`src/design/scc_pkg.sv`:
```
package scc_pkg;

	// Bus and register widths
	localparam int BYTE_W = 8;
	localparam int REG_IDX_W = 4;
	localparam int DIV_W = 16;

	// Bit timer wide enough for 2 * (0xffff + 2) clocks
	localparam int BITCNT_W = 18;

	// Transmit buffer sizing
	localparam int TX_FIFO_DEPTH = 2;
	localparam int TX_PTR_W = $clog2(TX_FIFO_DEPTH);
	localparam int TX_CNT_W = $clog2(TX_FIFO_DEPTH + 1);

	// Clocks per bit with the baud generator off
	localparam int DEFAULT_BIT_CLOCKS = 16;

	// 8N1 frame is start, 8 data, stop
	localparam int FRAME_BITS = 10;
	localparam int BITIDX_W = 4;

	// Register indices reached through the pointer
	localparam logic [REG_IDX_W-1:0] REG_WR0 = 4'd0;
	localparam logic [REG_IDX_W-1:0] REG_WR1 = 4'd1;
	localparam logic [REG_IDX_W-1:0] REG_WR2 = 4'd2;
	localparam logic [REG_IDX_W-1:0] REG_RR3 = 4'd3;
	localparam logic [REG_IDX_W-1:0] REG_WR9 = 4'd9;
	localparam logic [REG_IDX_W-1:0] REG_WR12 = 4'd12;
	localparam logic [REG_IDX_W-1:0] REG_WR13 = 4'd13;
	localparam logic [REG_IDX_W-1:0] REG_WR14 = 4'd14;

	// WR0 command field, bits 5:3
	localparam logic [2:0] CMD_POINT_HIGH = 3'b001;
	localparam logic [2:0] CMD_RESET_TX_INT = 3'b101;

	// WR9 reset field, bits 7:6
	localparam logic [1:0] RST_CHAN_A = 2'b10;
	localparam logic [1:0] RST_HW = 2'b11;

	// One bus request as seen on a rising clk
	typedef struct packed {
		logic cs;
		logic we;
		logic data_sel;
		logic chan_a;
		logic [BYTE_W-1:0] wdata;
	} scc_bus_t;

	// Serializer timing, one bit lasts bit_clocks cycles
	typedef struct packed {
		logic [BITCNT_W-1:0] bit_clocks;
	} tx_cfg_t;

	// Transmit path status fed back to the register block
	typedef struct packed {
		logic buf_full;
		logic buf_empty;
		logic ser_busy;
	} tx_status_t;

endpackage

```
`src/design/scc_regs.sv`:
```
`timescale 1ns/100ps

module scc_regs import scc_pkg::*; (
	input  logic clk,
	input  logic reset_hw,
	input  scc_bus_t i_bus,
	input  tx_status_t i_status,
	input  logic i_frame_done,
	output logic [BYTE_W-1:0] o_rdata,
	output logic o_push,
	output logic [BYTE_W-1:0] o_push_data,
	output logic o_flush,
	output tx_cfg_t o_cfg,
	output logic o_irq_n
);

	// Pointer state is 0 when ready for WR0 and 1 when the next access uses ptr
	logic reg_sel;
	logic [REG_IDX_W-1:0] ptr;
	logic [REG_IDX_W-1:0] idx;

	// Decoded accesses where channel B never matches
	logic ctrl_wr;
	logic ctrl_rd;
	logic data_wr;
	logic wr0_cmd;
	logic wr9_wr;
	logic chan_rst;
	logic hw_rst;

	// Stored write registers
	logic [BYTE_W-1:0] wr1;
	logic [BYTE_W-1:0] wr2;
	logic [BYTE_W-1:0] wr9;
	logic [BYTE_W-1:0] wr12;
	logic [BYTE_W-1:0] wr13;
	logic [BYTE_W-1:0] wr14;

	logic [DIV_W-1:0] divisor;
	logic tx_int_latch;
	logic tx_pend;
	logic all_sent;

	assign ctrl_wr = i_bus.cs & i_bus.we & ~i_bus.data_sel & i_bus.chan_a;
	assign ctrl_rd = i_bus.cs & ~i_bus.we & ~i_bus.data_sel & i_bus.chan_a;
	assign data_wr = i_bus.cs & i_bus.we & i_bus.data_sel & i_bus.chan_a;

	// Pointer rests at 0 in the ready state so a control access lands on WR0/RR0
	assign idx = ptr;

	assign wr0_cmd = ctrl_wr & (idx == REG_WR0);
	assign wr9_wr = ctrl_wr & (idx == REG_WR9);
	assign hw_rst = wr9_wr & (i_bus.wdata[7:6] == RST_HW);
	assign chan_rst = hw_rst | (wr9_wr & (i_bus.wdata[7:6] == RST_CHAN_A));

	// Flush acts on the same edge as the reset command
	assign o_flush = chan_rst;

	// Two-step access moves pointer and state on the edge after the access
	// A WR9 reset command is the second access and returns to ready as well
	always_ff @(posedge clk or posedge reset_hw) begin
		if (reset_hw) begin
			reg_sel <= 1'b0;
			ptr <= '0;
		end else if (reg_sel && (ctrl_wr || ctrl_rd)) begin
			reg_sel <= 1'b0;
			ptr <= '0;
		end else if (ctrl_wr) begin
			// Low index from bits 2:0 and point high adds 8
			reg_sel <= 1'b1;
			ptr <= {i_bus.wdata[5:3] == CMD_POINT_HIGH, i_bus.wdata[2:0]};
		end
	end

	// A hardware reset clears every write register but WR2
	always_ff @(posedge clk or posedge reset_hw) begin
		if (reset_hw) begin
			wr1 <= '0;
			wr2 <= '0;
			wr9 <= '0;
			wr12 <= '0;
			wr13 <= '0;
			wr14 <= '0;
		end else if (hw_rst) begin
			wr1 <= '0;
			wr9 <= '0;
			wr12 <= '0;
			wr13 <= '0;
			wr14 <= '0;
		end else if (ctrl_wr) begin
			case (idx)
				REG_WR1: wr1 <= i_bus.wdata;
				REG_WR2: wr2 <= i_bus.wdata;
				REG_WR9: wr9 <= i_bus.wdata;
				REG_WR12: wr12 <= i_bus.wdata;
				REG_WR13: wr13 <= i_bus.wdata;
				REG_WR14: wr14 <= i_bus.wdata;
				default: ;
			endcase
		end
	end

	// Data port write becomes a push one cycle later
	always_ff @(posedge clk or posedge reset_hw) begin
		if (reset_hw)
			o_push <= 1'b0;
		else
			o_push <= data_wr;
	end

	always_ff @(posedge clk) begin
		if (data_wr)
			o_push_data <= i_bus.wdata;
	end

	// Baud generator gives 2 * (N + 2) clocks per bit
	assign divisor = {wr13, wr12};
	assign o_cfg.bit_clocks = wr14[0]
		? (BITCNT_W'(divisor) + BITCNT_W'(2)) << 1
		: BITCNT_W'(DEFAULT_BIT_CLOCKS);

	// Tx IP sets when the last queued frame ends
	// A push still in flight counts as pending data
	always_ff @(posedge clk or posedge reset_hw) begin
		if (reset_hw)
			tx_int_latch <= 1'b0;
		else if (data_wr || chan_rst || (wr0_cmd && i_bus.wdata[5:3] == CMD_RESET_TX_INT))
			tx_int_latch <= 1'b0;
		else if (i_frame_done && i_status.buf_empty && !o_push)
			tx_int_latch <= 1'b1;
	end

	assign tx_pend = tx_int_latch & wr1[1];
	// Master enable in WR9 bit 3
	assign o_irq_n = ~(tx_pend & wr9[3]);

	assign all_sent = i_status.buf_empty & ~i_status.ser_busy & ~o_push;

	// Read mux where the data port and channel B read zero
	always_comb begin
		o_rdata = '0;
		if (ctrl_rd) begin
			case (idx)
				REG_WR0: o_rdata = {2'b00, 1'b1, 1'b0, 1'b1, ~i_status.buf_full, 2'b00};
				REG_WR1: o_rdata = {5'b00000, 2'b11, all_sent};
				REG_WR2: o_rdata = wr2;
				REG_RR3: o_rdata = {3'b000, tx_pend, 4'b0000};
				REG_WR12: o_rdata = wr12;
				REG_WR13: o_rdata = wr13;
				default: o_rdata = '0;
			endcase
		end
	end

endmodule

```
`src/design/scc_top.sv`:
```
`timescale 1ns/100ps

module scc_top import scc_pkg::*; (
	input  logic clk,
	input  logic reset_hw,
	input  logic i_cs,
	input  logic i_we,
	input  logic [1:0] i_rs,
	input  logic [BYTE_W-1:0] i_wdata,
	output logic [BYTE_W-1:0] o_rdata,
	output logic o_txd,
	output logic o_irq_n
);

	scc_bus_t bus;
	tx_cfg_t cfg;
	tx_status_t status;
	logic push;
	logic [BYTE_W-1:0] push_data;
	logic flush;
	logic pop;
	logic [BYTE_W-1:0] head;
	logic fifo_full;
	logic fifo_empty;
	logic ser_busy;
	logic frame_done;

	// rs[1] picks the data port, rs[0] picks channel A
	assign bus = '{cs: i_cs, we: i_we, data_sel: i_rs[1], chan_a: i_rs[0], wdata: i_wdata};
	assign status = '{buf_full: fifo_full, buf_empty: fifo_empty, ser_busy: ser_busy};

	scc_regs i_regs (
		.clk(clk), .reset_hw(reset_hw), .i_bus(bus), .i_status(status),
		.i_frame_done(frame_done), .o_rdata(o_rdata), .o_push(push),
		.o_push_data(push_data), .o_flush(flush), .o_cfg(cfg), .o_irq_n(o_irq_n)
	);

	scc_tx_fifo i_tx_fifo (
		.clk(clk), .reset_hw(reset_hw), .i_push(push), .i_push_data(push_data),
		.i_flush(flush), .i_pop(pop), .o_head(head), .o_full(fifo_full), .o_empty(fifo_empty)
	);

	scc_tx_serializer i_tx_ser (
		.clk(clk), .reset_hw(reset_hw), .i_flush(flush), .i_cfg(cfg), .i_empty(fifo_empty),
		.i_head(head), .o_pop(pop), .o_busy(ser_busy), .o_frame_done(frame_done), .o_txd(o_txd)
	);

endmodule

```
`src/design/scc_tx_fifo.sv`:
```
`timescale 1ns/100ps

module scc_tx_fifo import scc_pkg::*; (
	input  logic clk,
	input  logic reset_hw,
	input  logic i_push,
	input  logic [BYTE_W-1:0] i_push_data,
	input  logic i_flush,
	input  logic i_pop,
	output logic [BYTE_W-1:0] o_head,
	output logic o_full,
	output logic o_empty
);

	logic [BYTE_W-1:0] mem [TX_FIFO_DEPTH];
	logic [TX_PTR_W-1:0] wr_ptr;
	logic [TX_PTR_W-1:0] rd_ptr;
	logic [TX_CNT_W-1:0] count;
	logic do_push;
	logic do_pop;

	// Push into a full buffer is lost
	assign do_push = i_push & ~o_full;
	assign do_pop = i_pop & ~o_empty;

	always_ff @(posedge clk or posedge reset_hw) begin
		if (reset_hw) begin
			wr_ptr <= '0;
			rd_ptr <= '0;
			count <= '0;
		end else if (i_flush) begin
			// Flush wins over a push or pop on the same edge
			wr_ptr <= '0;
			rd_ptr <= '0;
			count <= '0;
		end else begin
			if (do_push)
				wr_ptr <= (wr_ptr == TX_PTR_W'(TX_FIFO_DEPTH - 1)) ? '0 : wr_ptr + 1'b1;
			if (do_pop)
				rd_ptr <= (rd_ptr == TX_PTR_W'(TX_FIFO_DEPTH - 1)) ? '0 : rd_ptr + 1'b1;
			if (do_push && !do_pop)
				count <= count + 1'b1;
			else if (do_pop && !do_push)
				count <= count - 1'b1;
		end
	end

	always_ff @(posedge clk) begin
		if (do_push)
			mem[wr_ptr] <= i_push_data;
	end

	assign o_head = mem[rd_ptr];
	assign o_full = (count == TX_CNT_W'(TX_FIFO_DEPTH));
	assign o_empty = (count == '0);

endmodule

```
`src/design/scc_tx_serializer.sv`:
```
`timescale 1ns/100ps

module scc_tx_serializer import scc_pkg::*; (
	input  logic clk,
	input  logic reset_hw,
	input  logic i_flush,
	input  tx_cfg_t i_cfg,
	input  logic i_empty,
	input  logic [BYTE_W-1:0] i_head,
	output logic o_pop,
	output logic o_busy,
	output logic o_frame_done,
	output logic o_txd
);

	// Frame shifts out LSB first, ones fill in behind it
	logic [FRAME_BITS-1:0] shreg;
	logic [BITCNT_W-1:0] bit_cnt;
	logic [BITIDX_W-1:0] bit_idx;
	logic bit_end;
	logic last_bit;

	// Compare with >= so a period change mid-bit cannot overrun
	assign bit_end = (bit_cnt >= i_cfg.bit_clocks - 1'b1);
	assign last_bit = (bit_idx == BITIDX_W'(FRAME_BITS - 1));

	// Head byte taken in the pop cycle
	assign o_pop = ~o_busy & ~i_empty & ~i_flush;

	// End of the stop bit
	assign o_frame_done = o_busy & bit_end & last_bit;

	assign o_txd = shreg[0];

	always_ff @(posedge clk or posedge reset_hw) begin
		if (reset_hw) begin
			o_busy <= 1'b0;
			shreg <= '1;
			bit_cnt <= '0;
			bit_idx <= '0;
		end else if (i_flush) begin
			// Abort any frame, line back to mark
			o_busy <= 1'b0;
			shreg <= '1;
			bit_cnt <= '0;
			bit_idx <= '0;
		end else if (o_pop) begin
			// Stop, data, start
			o_busy <= 1'b1;
			shreg <= {1'b1, i_head, 1'b0};
			bit_cnt <= '0;
			bit_idx <= '0;
		end else if (o_busy) begin
			if (bit_end) begin
				bit_cnt <= '0;
				shreg <= {1'b1, shreg[FRAME_BITS-1:1]};
				bit_idx <= bit_idx + 1'b1;
				if (last_bit)
					o_busy <= 1'b0;
			end else begin
				bit_cnt <= bit_cnt + 1'b1;
			end
		end
	end

endmodule

```
`config.mk`:
```
export PLATFORM = sky130hd
export DESIGN_NAME = scc_top
export DESIGN_NICKNAME = d
export VERILOG_FILES = /design/src/design/scc_pkg.sv /design/src/design/scc_regs.sv /design/src/design/scc_top.sv /design/src/design/scc_tx_fifo.sv /design/src/design/scc_tx_serializer.sv
export SDC_FILE = /design/constraint.sdc
export NUM_CORES = 1
export LEC_CHECK = 0
export ABC_CLOCK_PERIOD_IN_PS = 12930
export BUFFER_PORTS_ARGS = -buffer_cell sky130_fd_sc_hd__buf_4
export CORE_MARGIN = 5
export CORE_UTILIZATION = 40
export CTS_BUF_LIST = sky130_fd_sc_hd__clkbuf_2
export DETAILED_ROUTE_END_ITERATION = 8
export GPL_TIMING_DRIVEN = 0
export PLACE_DENSITY_LB_ADDON = 0.25
export SLEW_MARGIN = 30
export SYNTH_ARGS = -nofsm -noshare
export SYNTH_HDL_FRONTEND = slang
export SYNTH_HIERARCHICAL = 1
export SYNTH_SLANG_ARGS = --single-unit
```
`constraint.sdc`:
```
create_clock -name clk -period 12.93 [get_ports clk]
set_input_delay 1.9395 -clock clk [delete_from_list [all_inputs] [get_ports clk]]
set_output_delay 1.9395 -clock clk [all_outputs]
set_load 0.03 [all_outputs]
```
; Word level (Yosys, flattened, before mapping)
; Memories as Yosys holds them, arrays and structs flattened.
; Index checks and enable logic that the tools add are counted.
[totals]
wordCells = 159
output_inout_bits = 10
ramBits = 16
regBits = 83
inputBits = 14
memories = 1
[memory_table]
columns = memory, depth, width, read_ports, rd_clocked_by_memory_dff, write_ports, line
row1 = i_tx_fifo.mem, 2, 8, 1, 0, 1, scc_tx_fifo.sv:15  ; logic [BYTE_W-1:0] mem [TX_FIFO_DEPTH];
[op_classes]
n_lt_le_gt_ge = 1
add_sub_neg = 8
bitwise = 32
n_mux = 52
n_eq_ne = 13
reduce_logical = 34
[op_table]
columns = operator, count
row1 = 18-bit 2-to-1 mux, 5
row2 = 8-bit 2-to-1 mux, 7
row3 = 8-bit one-hot mux with 6 select lines, 1
row4 = 10-bit 2-to-1 mux, 4
row5 = 4-bit 2-to-1 mux, 9
row6 = 1-bit bitwise AND, 22
row7 = 4-bit == test (second input constant), 5
row8 = 1-bit 2-to-1 mux, 20
row9 = 2-bit nonzero test, 10
row10 = 18-bit by 1-bit adder with 18-bit output (second input constant), 1
row11 = 18-bit greater-or-equal comparator, 1
row12 = 18-bit by 1-bit subtractor with 18-bit output (second input constant), 1
row13 = 16-bit by 2-bit adder with 17-bit output (second input constant), 1
row14 = 2-bit 2-to-1 mux, 6
row15 = 2-bit AND reduction, 6
row16 = 1-bit inverter, 9
row17 = 3-bit nonzero test, 3
row18 = 4-bit by 2-bit == test with 1-bit output (second input constant), 2
row19 = 2-bit == test (second input constant), 3
row20 = 1-bit logical AND, 6
row21 = 4-bit by 1-bit adder with 4-bit output (second input constant), 1
row22 = 4-bit by 1-bit == test with 1-bit output (second input constant), 1
row23 = 4-bit zero test, 1
row24 = 3-bit by 1-bit == test with 1-bit output (second input constant), 1
row25 = 9 further kinds, 14

; Depth between registers and ports, before layout
; Gate-level depths: netlist (run 1).
[logic_depth]
depth_word = 13
depth_mapped = 19
depth_no_buf = 18

; Cells and area by module
; Netlist (run 1), hierarchy kept.
[modules_own_cells]
columns = module, area_each_um2, cells_each, instances
row1 = scc_tx_serializer, 2499.9, 290, 1
row2 = scc_regs, 2492.4, 231, 1
row3 = scc_tx_fifo, 804.5, 51, 1

; Worst setup path before layout (run 1)
; OpenSTA, ideal clock, no wires.
[synth_path]
path_kind = in2out
startpoint = in i_rs[1]
endpoint = out o_rdata[0]
cell_stages = 4
arrival_ps = 2877
required_time_ps = 10990
slack_ps = 8113
n_path_buf = 0
path_cell_list = nand3b_1 > nor2_1 > nand2_1 > a21oi_1
[synth_between]
elab_chain_len = 4
[synth_lines]
columns = item, line
row1 = "start, declared", scc_top.sv:8  ; input logic [1:0] i_rs,
row2 = 1-bit inverter, scc_regs.sv:45  ; assign ctrl_rd = i_bus.cs & ~i_bus.we & ~i_bus.data_sel & i_bus.chan_a;
row3 = 1-bit bitwise AND (2 in series), scc_regs.sv:45
row4 = 8-bit 2-to-1 mux, scc_regs.sv:142  ; if (ctrl_rd) begin
row5 = "end, declared", scc_top.sv:10  ; output logic [BYTE_W-1:0] o_rdata,
; Every way passes these cells.

==> impl_metrics.yaml, run 1 <==
timing:
  slew_headroom_pct: 52.5
  clock_skew_ns: 0.0565
  slew_viol_final: 0
  rsz0062_at_grt: "false"
  setup_viol: 0
  finalSetupTns_ns: 0
  final_hold_viol_count: 0
  worstMarginPinSlew_ns: 0.712
  period_needed_ns: 5.01
  final.period_utilization_pct: 38.7
  max_freq_mhz: 200
route:
  detail-route-antenna-nets: 0
  wl_um: 13400
  drtIter0Drc: 324
  drc: 0
  drt-vias-per-instance: 5.64
  wl_per_cell_um: 16.9
  drt-pass1-iter-count: 5
  vias: 4489
synth:
  synth_nets: 609
  syn_area_um2: 5800
  syn_inst: 572
  avgSynthCellArea_um2: 10.1
  ys_seq_elements: 94
  synth_top_area_cell: "dfrtp_1"
  synth_common_cells: "61 x dfrtp_1, 45 x nand2_1, 43 x nor2_1, 32 x a21oi_1, 32 x nand3_1"
  yosysWarnings: 6
  ys_seq_area_share_pct: 42.8
  synth_cell_types: 74
  async_flop_share_pct: 74.5
  yosysMostFrequentCell: "dfrtp_1"
  synth_edf_count: 24
  synth_top_area_share_pct: 26.3
  ys_top_cells_by_area: "dfrtp_1 26%, edfxtp_1 12%, ha_1 5.0%, dfstp_2 4.1%, xnor2_1 3.3%"
  synth_top_flop_cell: "dfrtp_1"
setup_path:
  path_max_fanout: 8
  r2r-start: "i_regs/wr12[5]$_DFFE_PP0P_"
  crit_start: "i_regs/wr12[5]$_DFFE_PP0P_"
  criticalPathCategory: "reg2reg"
  cp_data_required_time_ns: 13.49
  cpPeakStageDelay_ns: 0.59
  r2r_slack_ns: 7.92
  path_cells: "and4_4 -> nand2_1 -> xnor2_1 -> and2_1 -> or4_4 -> or4_4 -> nor4_4 -> xnor2_1 -> ha_1 -> nand3_1 -> or3_1 -> nor3_2 -> a211oi_2 -> nor4_1 -> nand3b_1 -> a21oi_1 -> o31ai_1 -> nor2_1"
  critPathSlowestCell: "dfrtp_1"
  crit_family: "simple AND/OR/NAND/NOR gates"
  arrival_ns: 5.57
  reg2reg_to: "i_regs/tx_int_latch$_DFFE_PP0P_"
  cp-start-kind: "flip-flop"
  cp-end-kind: "flip-flop"
  critPathBufInv: 0
  reg2reg_depth: 18
clocking:
  clkTransAtPathRegs_ns: 0.29
  cts_buffers: 9
  clock_sinks: 94
  cts_tree: "done"
  holdBufCountCts: 0
  cts-htree-levels: 3
  cts_setup_buffers: 0
  clock_latency_ns: 0.61
  cts_buffer_depth: 2
  post_cts_resized: 0
  clockRootBuffer: "clkbuf_2"
finish:
  fillerInstances: 1386
  synthToLayoutAreaGrowth_pct: 8.89
  multi_input_area_um2: 3120
  regArea_um2: 2480
  nets: 644
  drive_above_1_share_pct: 18.1
  insertedDiodeCount: 0
  instances_no_fill: 796
grt:
  grt_max_degree: 35
  antenna_found_initial: 0
  grt.total_usage_pct: 16.6
  grt_pass1_vias: 4438
  grt_pass1_wl_um: 22600
  grt_overflow: 0
die:
  die_h_um: 130
  die_area_um2: 17000
  io_pins: 24
  core_area_um2: 14400
  initial_core_util_pct: 40.3
  rows: 44
  fp.dieW_um: 130
power_and_ir_drop:
  p_leak_nw: 2.62
  ir_drop_v: 0.0000526
  cellPowerDensity_nw_per_um2: 130
flow_run:
  cap_violations: 0
place:
  portBuffers: 23
  place_congestion: 0.876
  dp.cells: 780
  hpwl_um: 9920
hold_path:
  holdCritStartpoint: "i_regs/o_push_data[6]$_DFFE_PP_"
  whs_endpoint: "i_tx_fifo/mem[1][6]$_DFFE_PP_"
  hold_path_class: "reg2reg"
  min_path_cells: 0
status:
  status: "finished clean"
==> per-layer routing <==
| layer | wire length, µm | up-vias | global-route usage [%] |
|---|---|---|---|
| li1 | - | 2172 | - |
| met1 | 6460 | 2203 | 22.9 |
| met2 | 6320 | 99 | 27.0 |
| met3 | 464 | 15 | 2.52 |
| met4 | 196 | 0 | 5.63 |
| met5 | 0 | - | 0 |
==> logic make-up after synthesis <==
logic type | share of synthesized area, %
AOI/OAI and AO/OA | 12.8
xor gates and xnor gates | 5.44
buffers and inverters | 3.47
muxes | 6.89
DFF | 42.8
and+or+nand+nor | 23.6
adders and majority gates | 4.96
other | 0.0647
==> report_power, final <==
| part | internal, mW | switching [mW] | leakage, nW |
|---|---|---|---|
| Sequential | 0.361 | 0.0431 | 1.13 |
| Clock | 0.0277 | 0.107 | 0.0585 |
| Combinational | 0.124 | 0.157 | 1.43 |
| Total | 0.513 | 0.307 | 2.62 |
==> cells in the final DEF, fill, tap and decap left out, types with 4 or more instances in the layout <==
cell,netlist,layout
nor2b_1,5,5
nand4_1,11,11
nand3_1,32,32
nor2_1,43,43
nand2b_1,6,6
nor4_1,6,5
dfrtp_1,61,61
mux2_4,8,8
o211ai_1,10,10
or3_1,4,4
buf_2,8,9
nand3b_1,5,5
buf_4,1,24
a21oi_1,32,32
dfstp_2,9,9
nand2_1,45,45
nand4b_1,5,5
ha_1,23,23
clkbuf_2,0,9
o21ai_0,11,11
xnor2_1,22,22
inv_1,16,14
a21o_1,5,5
mux2_2,15,15
mux2i_1,11,11
clkbuf_1,12,12
nor3b_1,4,4
nor3_1,16,16
xor2_1,14,14
and3_1,6,6
edfxtp_1,24,24
o31ai_1,4,4
and2_1,14,14
a22o_1,19,19
a31oi_1,9,9
==> worst register-to-register path, delay by kind of cell (launching register included) <==
kind | cells | cell delay [ns]
AOI/OAI and AO/OA | 3 | 0.47
xor gates and xnor gates | 2 | 0.25
adders and majority gates | 1 | 0.31
DFF | 1 | 0.59
and+or+nand+nor | 12 | 3.38
==> worst max path at each step <==
stage,slack [ns],cells after the start,endpoint
6_report,7.92,18,i_regs/tx_int_latch$_DFFE_PP0P_
5_1_grt,7.75,18,i_regs/tx_int_latch$_DFFE_PP0P_
4_1_cts,7.94,18,i_regs/tx_int_latch$_DFFE_PP0P_
3_5_place_dp,7.98,6,o_rdata[0]
3_3_place_gp,8.00,6,o_rdata[0]
2_1_floorplan,8.11,4,o_rdata[0]
==> area by class of cell <==
class / instances / area share, %
Inverter: 18 / 1.07
Sequential cell: 94 / 39.3
Clock inverter: 7 / 0.892
Clock buffer: 9 / 0.714
Timing Repair Buffer: 24 / 2.81
Multi-Input combinational cell: 435 / 49.4
Buffer: 25 / 2.12
Tap cell: 184 / 3.65
==> per-stage QoR <==
stage | utilization (%) | setup slack, ns | power [mW] | hold slack [ns] | instance area, µm²
after floorplan | - | 8.11 | 0.615 | 0.421 | 5800
after global placement | 43.1 | 8.00 | 0.678 | 0.426 | 6200
after detailed placement | 43.2 | 7.98 | 0.690 | 0.438 | 6210
after CTS | 43.9 | 7.94 | 0.827 | 0.487 | 6310
after global routing | 43.9 | 7.75 | 0.879 | 0.503 | 6310
final | 43.9 | 7.92 | 0.820 | 0.469 | 6310
==> registers in the layout, indices dropped and copies added (netlist names), 8 cells and up <==
| name | cells |
|---|---|
| i_tx_ser/bit_cnt | 18 |
| i_tx_fifo/mem | 16 |
| i_tx_ser/shreg | 9 |
| i_regs/o_push_data | 8 |
| i_regs/wr12 | 8 |
| i_regs/wr13 | 8 |
| i_regs/wr2 | 8 |
Note: power is estimated with default switching activity, not from simulation.
==> inputs of run 2 (changes only) <==
--- a/config.mk
+++ b/config.mk
@@ -5,7 +5,7 @@
 export SDC_FILE = /design/constraint.sdc
 export NUM_CORES = 1
 export LEC_CHECK = 0
-export ABC_CLOCK_PERIOD_IN_PS = 12930
+export ABC_CLOCK_PERIOD_IN_PS = 4500
 export BUFFER_PORTS_ARGS = -buffer_cell sky130_fd_sc_hd__buf_4
 export CORE_MARGIN = 5
 export CORE_UTILIZATION = 40
==> constraint.sdc (replaced) <==
create_clock -name clk -period 4.5 [get_ports clk]
set_input_delay 0.675 -clock clk [delete_from_list [all_inputs] [get_ports clk]]
set_output_delay 0.675 -clock clk [all_outputs]
set_load 0.03 [all_outputs]
==> run 2 against run 1 <==
  * Routed wire length grew 3.6%
  * Flip-flop and latch count unchanged
  * Sequential share of layout area shrank 1.5 points
  * Clock skew about the same
  * Worst setup slack got worse by 7.8 ns
  * Clock power increased to 2.9 times the previous value
  * Critical path type unchanged
  * Combinational power grew to 3.0 times the previous value
  * Utilization grew 1.9 points
  * Sequential power increased to 2.9 times the previous value
  * Cell area grew 4.2%
==> impl_metrics.yaml, run 2 (synthesis gave the netlist of run 1 again) <==
die:
  fp.dieW_um: 130
  die_h_um: 130
  io_pins: 24
  initial_core_util_pct: 40.3
  rows: 44
  core_area_um2: 14400
  die_area_um2: 17000
clocking:
  cts-htree-levels: 3
  cts_tree: "done"
  cts_buffer_depth: 2
  clock_latency_ns: 0.61
  cts_buffers: 9
  clock_sinks: 94
  clockRootBuffer: "clkbuf_2"
  clkTransAtPathRegs_ns: 0.27
finish:
  instances_no_fill: 818
  regMostFlops: "i_tx_ser/bit_cnt"
  largest_register_ffs: 18
  synthToLayoutAreaGrowth_pct: 13.5
  mostFrequentLayoutCells: "55 x dfrtp_1, 45 x nand2_1, 45 x buf_4"
  reg_top3: "i_tx_ser/bit_cnt (18), i_tx_fifo/mem (16), i_tx_ser/shreg (9)"
  final_common_cell: "dfrtp_1"
  nets: 666
  drive_above_1_share_pct: 23.7
  insertedDiodeCount: 0
setup_path:
  path_cells: "and2_4 -> nand4_1 -> xnor2_1 -> and2_4 -> or4_4 -> or4_4 -> nor4_4 -> xnor2_2 -> ha_1 -> nand3_2 -> or3_4 -> nor3_4 -> a211oi_4 -> nor4_2 -> buf_4 -> nand3b_1 -> a21oi_1 -> o31ai_1 -> nor2_1"
  cp-start-kind: "flip-flop"
  path_max_fanout: 8
  critPathSlowestCell: "or4_4"
  arrival_ns: 4.97
  criticalPathCategory: "reg2reg"
  cp-end-kind: "flip-flop"
  cpPeakStageDelay_ns: 0.55
  cp_data_required_time_ns: 5.06
  r2r_slack_ns: 0.09
place:
  dp.cells: 780
  hpwl_um: 9920
  portBuffers: 23
  place_congestion: 0.876
route:
  wl_um: 13900
  drt-pass1-iter-count: 5
  drt-vias-per-instance: 5.60
  vias: 4581
  drc: 0
  wl_per_cell_um: 17.0
  drtIter0Drc: 355
  detail-route-antenna-nets: 0
grt:
  busiest_layer: "met2"
  grt_use_met2_pct: 27.1
  antenna_found_initial: 0
  grt_max_degree: 35
  grt_pass1_vias: 4474
  grt_use_met1_pct: 23.0
  met3_usage_pct: 2.56
  grt.total_usage_pct: 16.7
  grt_overflow: 0
  grt_pass1_wl_um: 22700
timing:
  slew_headroom_pct: 52.5
  whs_ns: 0.282
  final.period_utilization_pct: 97.9
  clock_skew_ns: 0.0565
  final_hold_viol_count: 0
  worstMarginPinSlew_ns: 0.712
  setup_viol: 0
  period_needed_ns: 4.41
  slew_viol_final: 0
  max_freq_mhz: 227
  finalSetupTns_ns: 0
power_and_ir_drop:
  cellPowerDensity_nw_per_um2: 362
  p_leak_nw: 2.75
  ir_drop_v: 0.000152
flow_run:
  cap_violations: 0
status:
  status: "finished clean"
hold_path:
  hold_path_class: "in2reg"
run 2: cell count changes in the layout (fill, tap and decap cells not counted), moves of 2 or more:
| cell | previous run | this run |
|---|---|---|
| buf_2 | 9 | 7 |
| buf_4 | 24 | 45 |
| and2_1 | 14 | 11 |
| dfrtp_1 | 61 | 55 |
| dfrtp_2 | 0 | 6 |
| buf_6 | 2 | 4 |
| and2_4 | 1 | 4 |
run 2: repair_timing:
action | 4_1_cts | 5_1_grt
pin swaps | 3 | 3
resized for setup | 12 | 16
hold buffers | 1 | 0
endpoints found under the setup margin | 30 | 26
hold endpoints to repair | 4 | 0
setup buffers | 4 | 17
run 2: power breakdown:
group          switching (mW)  leakage (nW)  total (mW)  internal (mW)
registers               0.126          1.12        1.16           1.04
clock network           0.308        0.0585       0.388         0.0797
logic                   0.460          1.57       0.832          0.372
total                   0.894          2.75        2.38           1.49
run 2: final cells by class:
cell class | instances | area [µm²]
fillers | 1354 | 7790
plain buffers | 25 | 148
clock buffers | 9 | 45.0
clock inverters | 7 | 56.3
flip-flops and latches | 94 | 2490
inverters | 18 | 67.6
well taps | 184 | 230
multi-input cells | 435 | 3200
repair buffers | 46 | 345
run 2: worst paths after layout:
check,startpoint,to,cells after the start
setup / recovery,i_regs/wr12[1]$_DFFE_PP0P_,i_regs/tx_int_latch$_DFFE_PP0P_,19
setup reg to reg,i_regs/wr12[1]$_DFFE_PP0P_,i_regs/tx_int_latch$_DFFE_PP0P_,19
hold / removal,i_wdata[6],i_regs/o_push_data[6]$_DFFE_PP_,1
max in group asynchronous,reset_hw,i_regs/wr12[6]$_DFFE_PP0P_,3
hold reg to reg,i_regs/o_push_data[6]$_DFFE_PP_,i_tx_fifo/mem[1][6]$_DFFE_PP_,0
min in group asynchronous,reset_hw,i_tx_fifo/count[1]$_DFFE_PP0P_,3
run 2: worst max-delay path: cells and delay by family (launching register included):
family	cells	cell delay, ns
xor gates and xnor gates	2	0.26
buffers and inverters	1	0.16
adders and majority gates	1	0.33
and+or+nand+nor	12	2.74
DFF	1	0.51
AOI/OAI and AO/OA	3	0.41
run 2: layer usage:
metal  part of all wire, %  vias up
li1                      -     2207
met1                    47     2246
met2                    48      109
met3                   3.6       19
met4                   1.8        0
met5                     0        -
run 2: per-stage QoR:
step	instance area, µm²	power [mW]	utilization [%]	worst slack [ns]
6_report	6580	2.38	45.8	0.0935
5_1_grt	6580	2.55	45.8	-0.0408
4_1_cts	6390	2.39	44.5	0.0571
3_5_place_dp	6210	1.98	43.2	-0.451
3_3_place_gp	6200	1.95	43.1	-0.294
2_1_floorplan	5800	1.77	-	0.336
==> inputs of run 3 (changes only) <==
--- a/config.mk
+++ b/config.mk
@@ -7,7 +7,7 @@
 export LEC_CHECK = 0
 export ABC_CLOCK_PERIOD_IN_PS = 4500
 export BUFFER_PORTS_ARGS = -buffer_cell sky130_fd_sc_hd__buf_4
-export CORE_MARGIN = 5
+export CORE_MARGIN = 4
 export CORE_UTILIZATION = 40
 export CTS_BUF_LIST = sky130_fd_sc_hd__clkbuf_2
 export DETAILED_ROUTE_END_ITERATION = 8
==> run 3 against run 2 <==
  * Non-clock buffer count down 4
  * Via count fell by 0.33%
  * Final cell count fell by 0.98%
  * Flip-flop and latch count unchanged
  * Critical path depth down 1
  * Die area fell by 3.0%
  * Count of clock-buffer cells in the layout is 1 higher
  * Sequential share of layout area hardly changed
  * Critical endpoint unchanged
  * Cell area barely moved
  * Fmax shrank 1.2%
  * Power up 1.4%
==> impl_metrics.yaml, run 3 (synthesis gave the netlist of run 1 again) <==
status:
  status: "finished clean"
finish:
  reg_top3: "i_tx_ser/bit_cnt (18), i_tx_fifo/mem (16), i_tx_ser/shreg (9)"
  insertedDiodeCount: 0
  mostFrequentLayoutCells: "58 x dfrtp_1, 45 x nand2_1, 43 x nor2_1"
  multi_input_area_um2: 3220
  synthToLayoutAreaGrowth_pct: 13.5
  final_common_cell: "dfrtp_1"
  regMostFlops: "i_tx_ser/bit_cnt"
  largest_register_ffs: 18
  nets: 662
  regArea_um2: 2490
  fillerInstances: 1326
  drive_above_1_share_pct: 23.5
route:
  drc: 0
  wl_per_cell_um: 17.5
  wl_um: 14200
  drt-vias-per-instance: 5.64
  drt-pass1-iter-count: 7
  drtIter0Drc: 360
  vias: 4566
  detail-route-antenna-nets: 0
grt:
  met3_usage_pct: 3.65
  grt_pass1_vias: 4488
  grt_max_degree: 35
  grt_pass1_wl_um: 23000
  antenna_found_initial: 0
  grt_use_met2_pct: 28.7
  busiest_layer: "met2"
  grt_use_met1_pct: 23.5
  grt_overflow: 0
  grt.total_usage_pct: 17.4
place:
  portBuffers: 23
  dp_slack_ns: -0.502
  hpwl_um: 10100
  place_congestion: 0.870
hold_path:
  min_path_cells: 1
  holdCritStartpoint: "i_wdata[6]"
  whs_endpoint: "i_regs/o_push_data[6]$_DFFE_PP_"
  hold_path_class: "in2reg"
clocking:
  cts_buffers: 9
  clock_latency_ns: 0.58
  clkTransAtPathRegs_ns: 0.27
  clock_sinks: 94
  cts_buffer_depth: 2
  clockRootBuffer: "clkbuf_2"
  cts_tree: "done"
  cts-htree-levels: 3
setup_path:
  reg2reg_depth: 18
  cp_data_required_time_ns: 5.04
  critPathSlowestCell: "or4_4"
  crit_family: "simple AND/OR/NAND/NOR gates"
  r2r_slack_ns: 0.04
  critPathBufInv: 0
  path_max_fanout: 8
  criticalPathCategory: "reg2reg"
  reg2reg_to: "i_regs/tx_int_latch$_DFFE_PP0P_"
  r2r-start: "i_regs/wr12[5]$_DFFE_PP0P_"
  path_cells: "and4_4 -> nand2_1 -> xnor2_1 -> and2_4 -> or4_4 -> or4_4 -> nor4_4 -> xnor2_2 -> ha_1 -> nand3_2 -> or3_4 -> nor3_4 -> a211oi_4 -> nor4_4 -> nand3b_1 -> a21oi_1 -> o31ai_1 -> nor2_1"
  arrival_ns: 5.00
  cp-end-kind: "flip-flop"
  cpPeakStageDelay_ns: 0.55
  cp-start-kind: "flip-flop"
timing:
  final.period_utilization_pct: 99.1
  period_needed_ns: 4.46
  slew_viol_final: 0
  clock_skew_ns: 0.0435
  worstMarginPinSlew_ns: 0.751
  max_freq_mhz: 224
  worst_slack_ns: 0.0400
  slew_headroom_pct: 49.7
  setup_viol: 0
  rsz0062_at_grt: "true"
  final_hold_viol_count: 0
die:
  initial_core_util_pct: 41.3
  io_pins: 24
  rows: 43
  core_area_um2: 14000
  die_h_um: 128
  die_area_um2: 16500
  fp.dieW_um: 128
power_and_ir_drop:
  ir_drop_v: 0.000178
  power_mw: 2.42
  p_leak_nw: 2.74
  cellPowerDensity_nw_per_um2: 368
flow_run:
  cap_violations: 0
[run 3: cell count changes in the layout (fill, tap and decap cells not counted), sizes merged]
cell	delta
buf	-2
clkinvlp	+1
clkbuf	-1
inv	-1
clkinv	-1
[run 3: worst max-delay path by stage]
| stage | startpoint | to | slack, ns | depth (start not counted) |
|---|---|---|---|---|
| after floorplan | i_regs/wr12[3]$_DFFE_PP0P_ | i_regs/tx_int_latch$_DFFE_PP0P_ | 0.34 | 19 |
| after global placement | i_regs/wr12[1]$_DFFE_PP0P_ | i_regs/tx_int_latch$_DFFE_PP0P_ | -0.38 | 18 |
| after detailed placement | i_regs/wr12[1]$_DFFE_PP0P_ | i_regs/tx_int_latch$_DFFE_PP0P_ | -0.50 | 18 |
| after CTS | i_regs/wr12[4]$_DFFE_PP0P_ | i_tx_ser/bit_cnt[12]$_DFFE_PP0P_ | 0.004 | 17 |
| after global routing | i_regs/wr12[5]$_DFFE_PP0P_ | i_regs/tx_int_latch$_DFFE_PP0P_ | -0.14 | 18 |
| final | i_regs/wr12[5]$_DFFE_PP0P_ | i_regs/tx_int_latch$_DFFE_PP0P_ | 0.04 | 18 |
[run 3: worst reg2reg max path: stages (launching register included)]
cell,delay [ns]
dfrtp_2,0.51
and4_4,0.26
nand2_1,0.07
xnor2_1,0.12
and2_4,0.17
or4_4,0.53
or4_4,0.55
nor4_4,0.21
xnor2_2,0.11
ha_1,0.33
nand3_2,0.10
or3_4,0.42
nor3_4,0.15
a211oi_4,0.14
nor4_4,0.23
nand3b_1,0.17
a21oi_1,0.18
o31ai_1,0.09
nor2_1,0.11
[run 3: power breakdown]
group	leakage [nW]	total (mW)	internal [mW]	switching (mW)
clock	0.0565	0.382	0.0790	0.303
sequential	1.13	1.16	1.04	0.124
combinational	1.55	0.872	0.398	0.474
[run 3: through the flow]
stage               std cells  instance area (µm²)  util (%)  hold slack, ns  setup TNS, ns
floorplan                 572                 5800         -           0.421              0
global placement          775                 6190      44.1           0.423         -0.666
detailed placement        776                 6210      44.2           0.434          -3.03
CTS                       796                 6390      45.5           0.234              0
global route              810                 6580      46.8           0.196         -0.272
finish                    810                 6580      46.8           0.291              0
[run 3: repair_timing]
action	CTS	global route
buffers inserted	3	14
pin swaps	4	7
setup endpoints to repair	33	32
hold buffers	1	0
gates resized for setup	14	25
endpoints found under the hold margin	4	0
[run 3: cell type report]
| type | count | share of cell area (%) |
|---|---|---|
| clock buffer | 10 | 0.761 |
| multi-input combinational | 435 | 49.0 |
| tap | 180 | 3.42 |
| buffer | 25 | 2.45 |
| clock inverter | 6 | 0.723 |
| sequential | 94 | 37.8 |
| timing repair buffer | 42 | 4.79 |
| inverter | 18 | 1.03 |
[run 3: routing by layer]
metal,share of wire (%),vias up
met1,46,2221
met4,1.6,0
met3,4.1,24
met5,0,-
li1,-,2197
met2,48,124
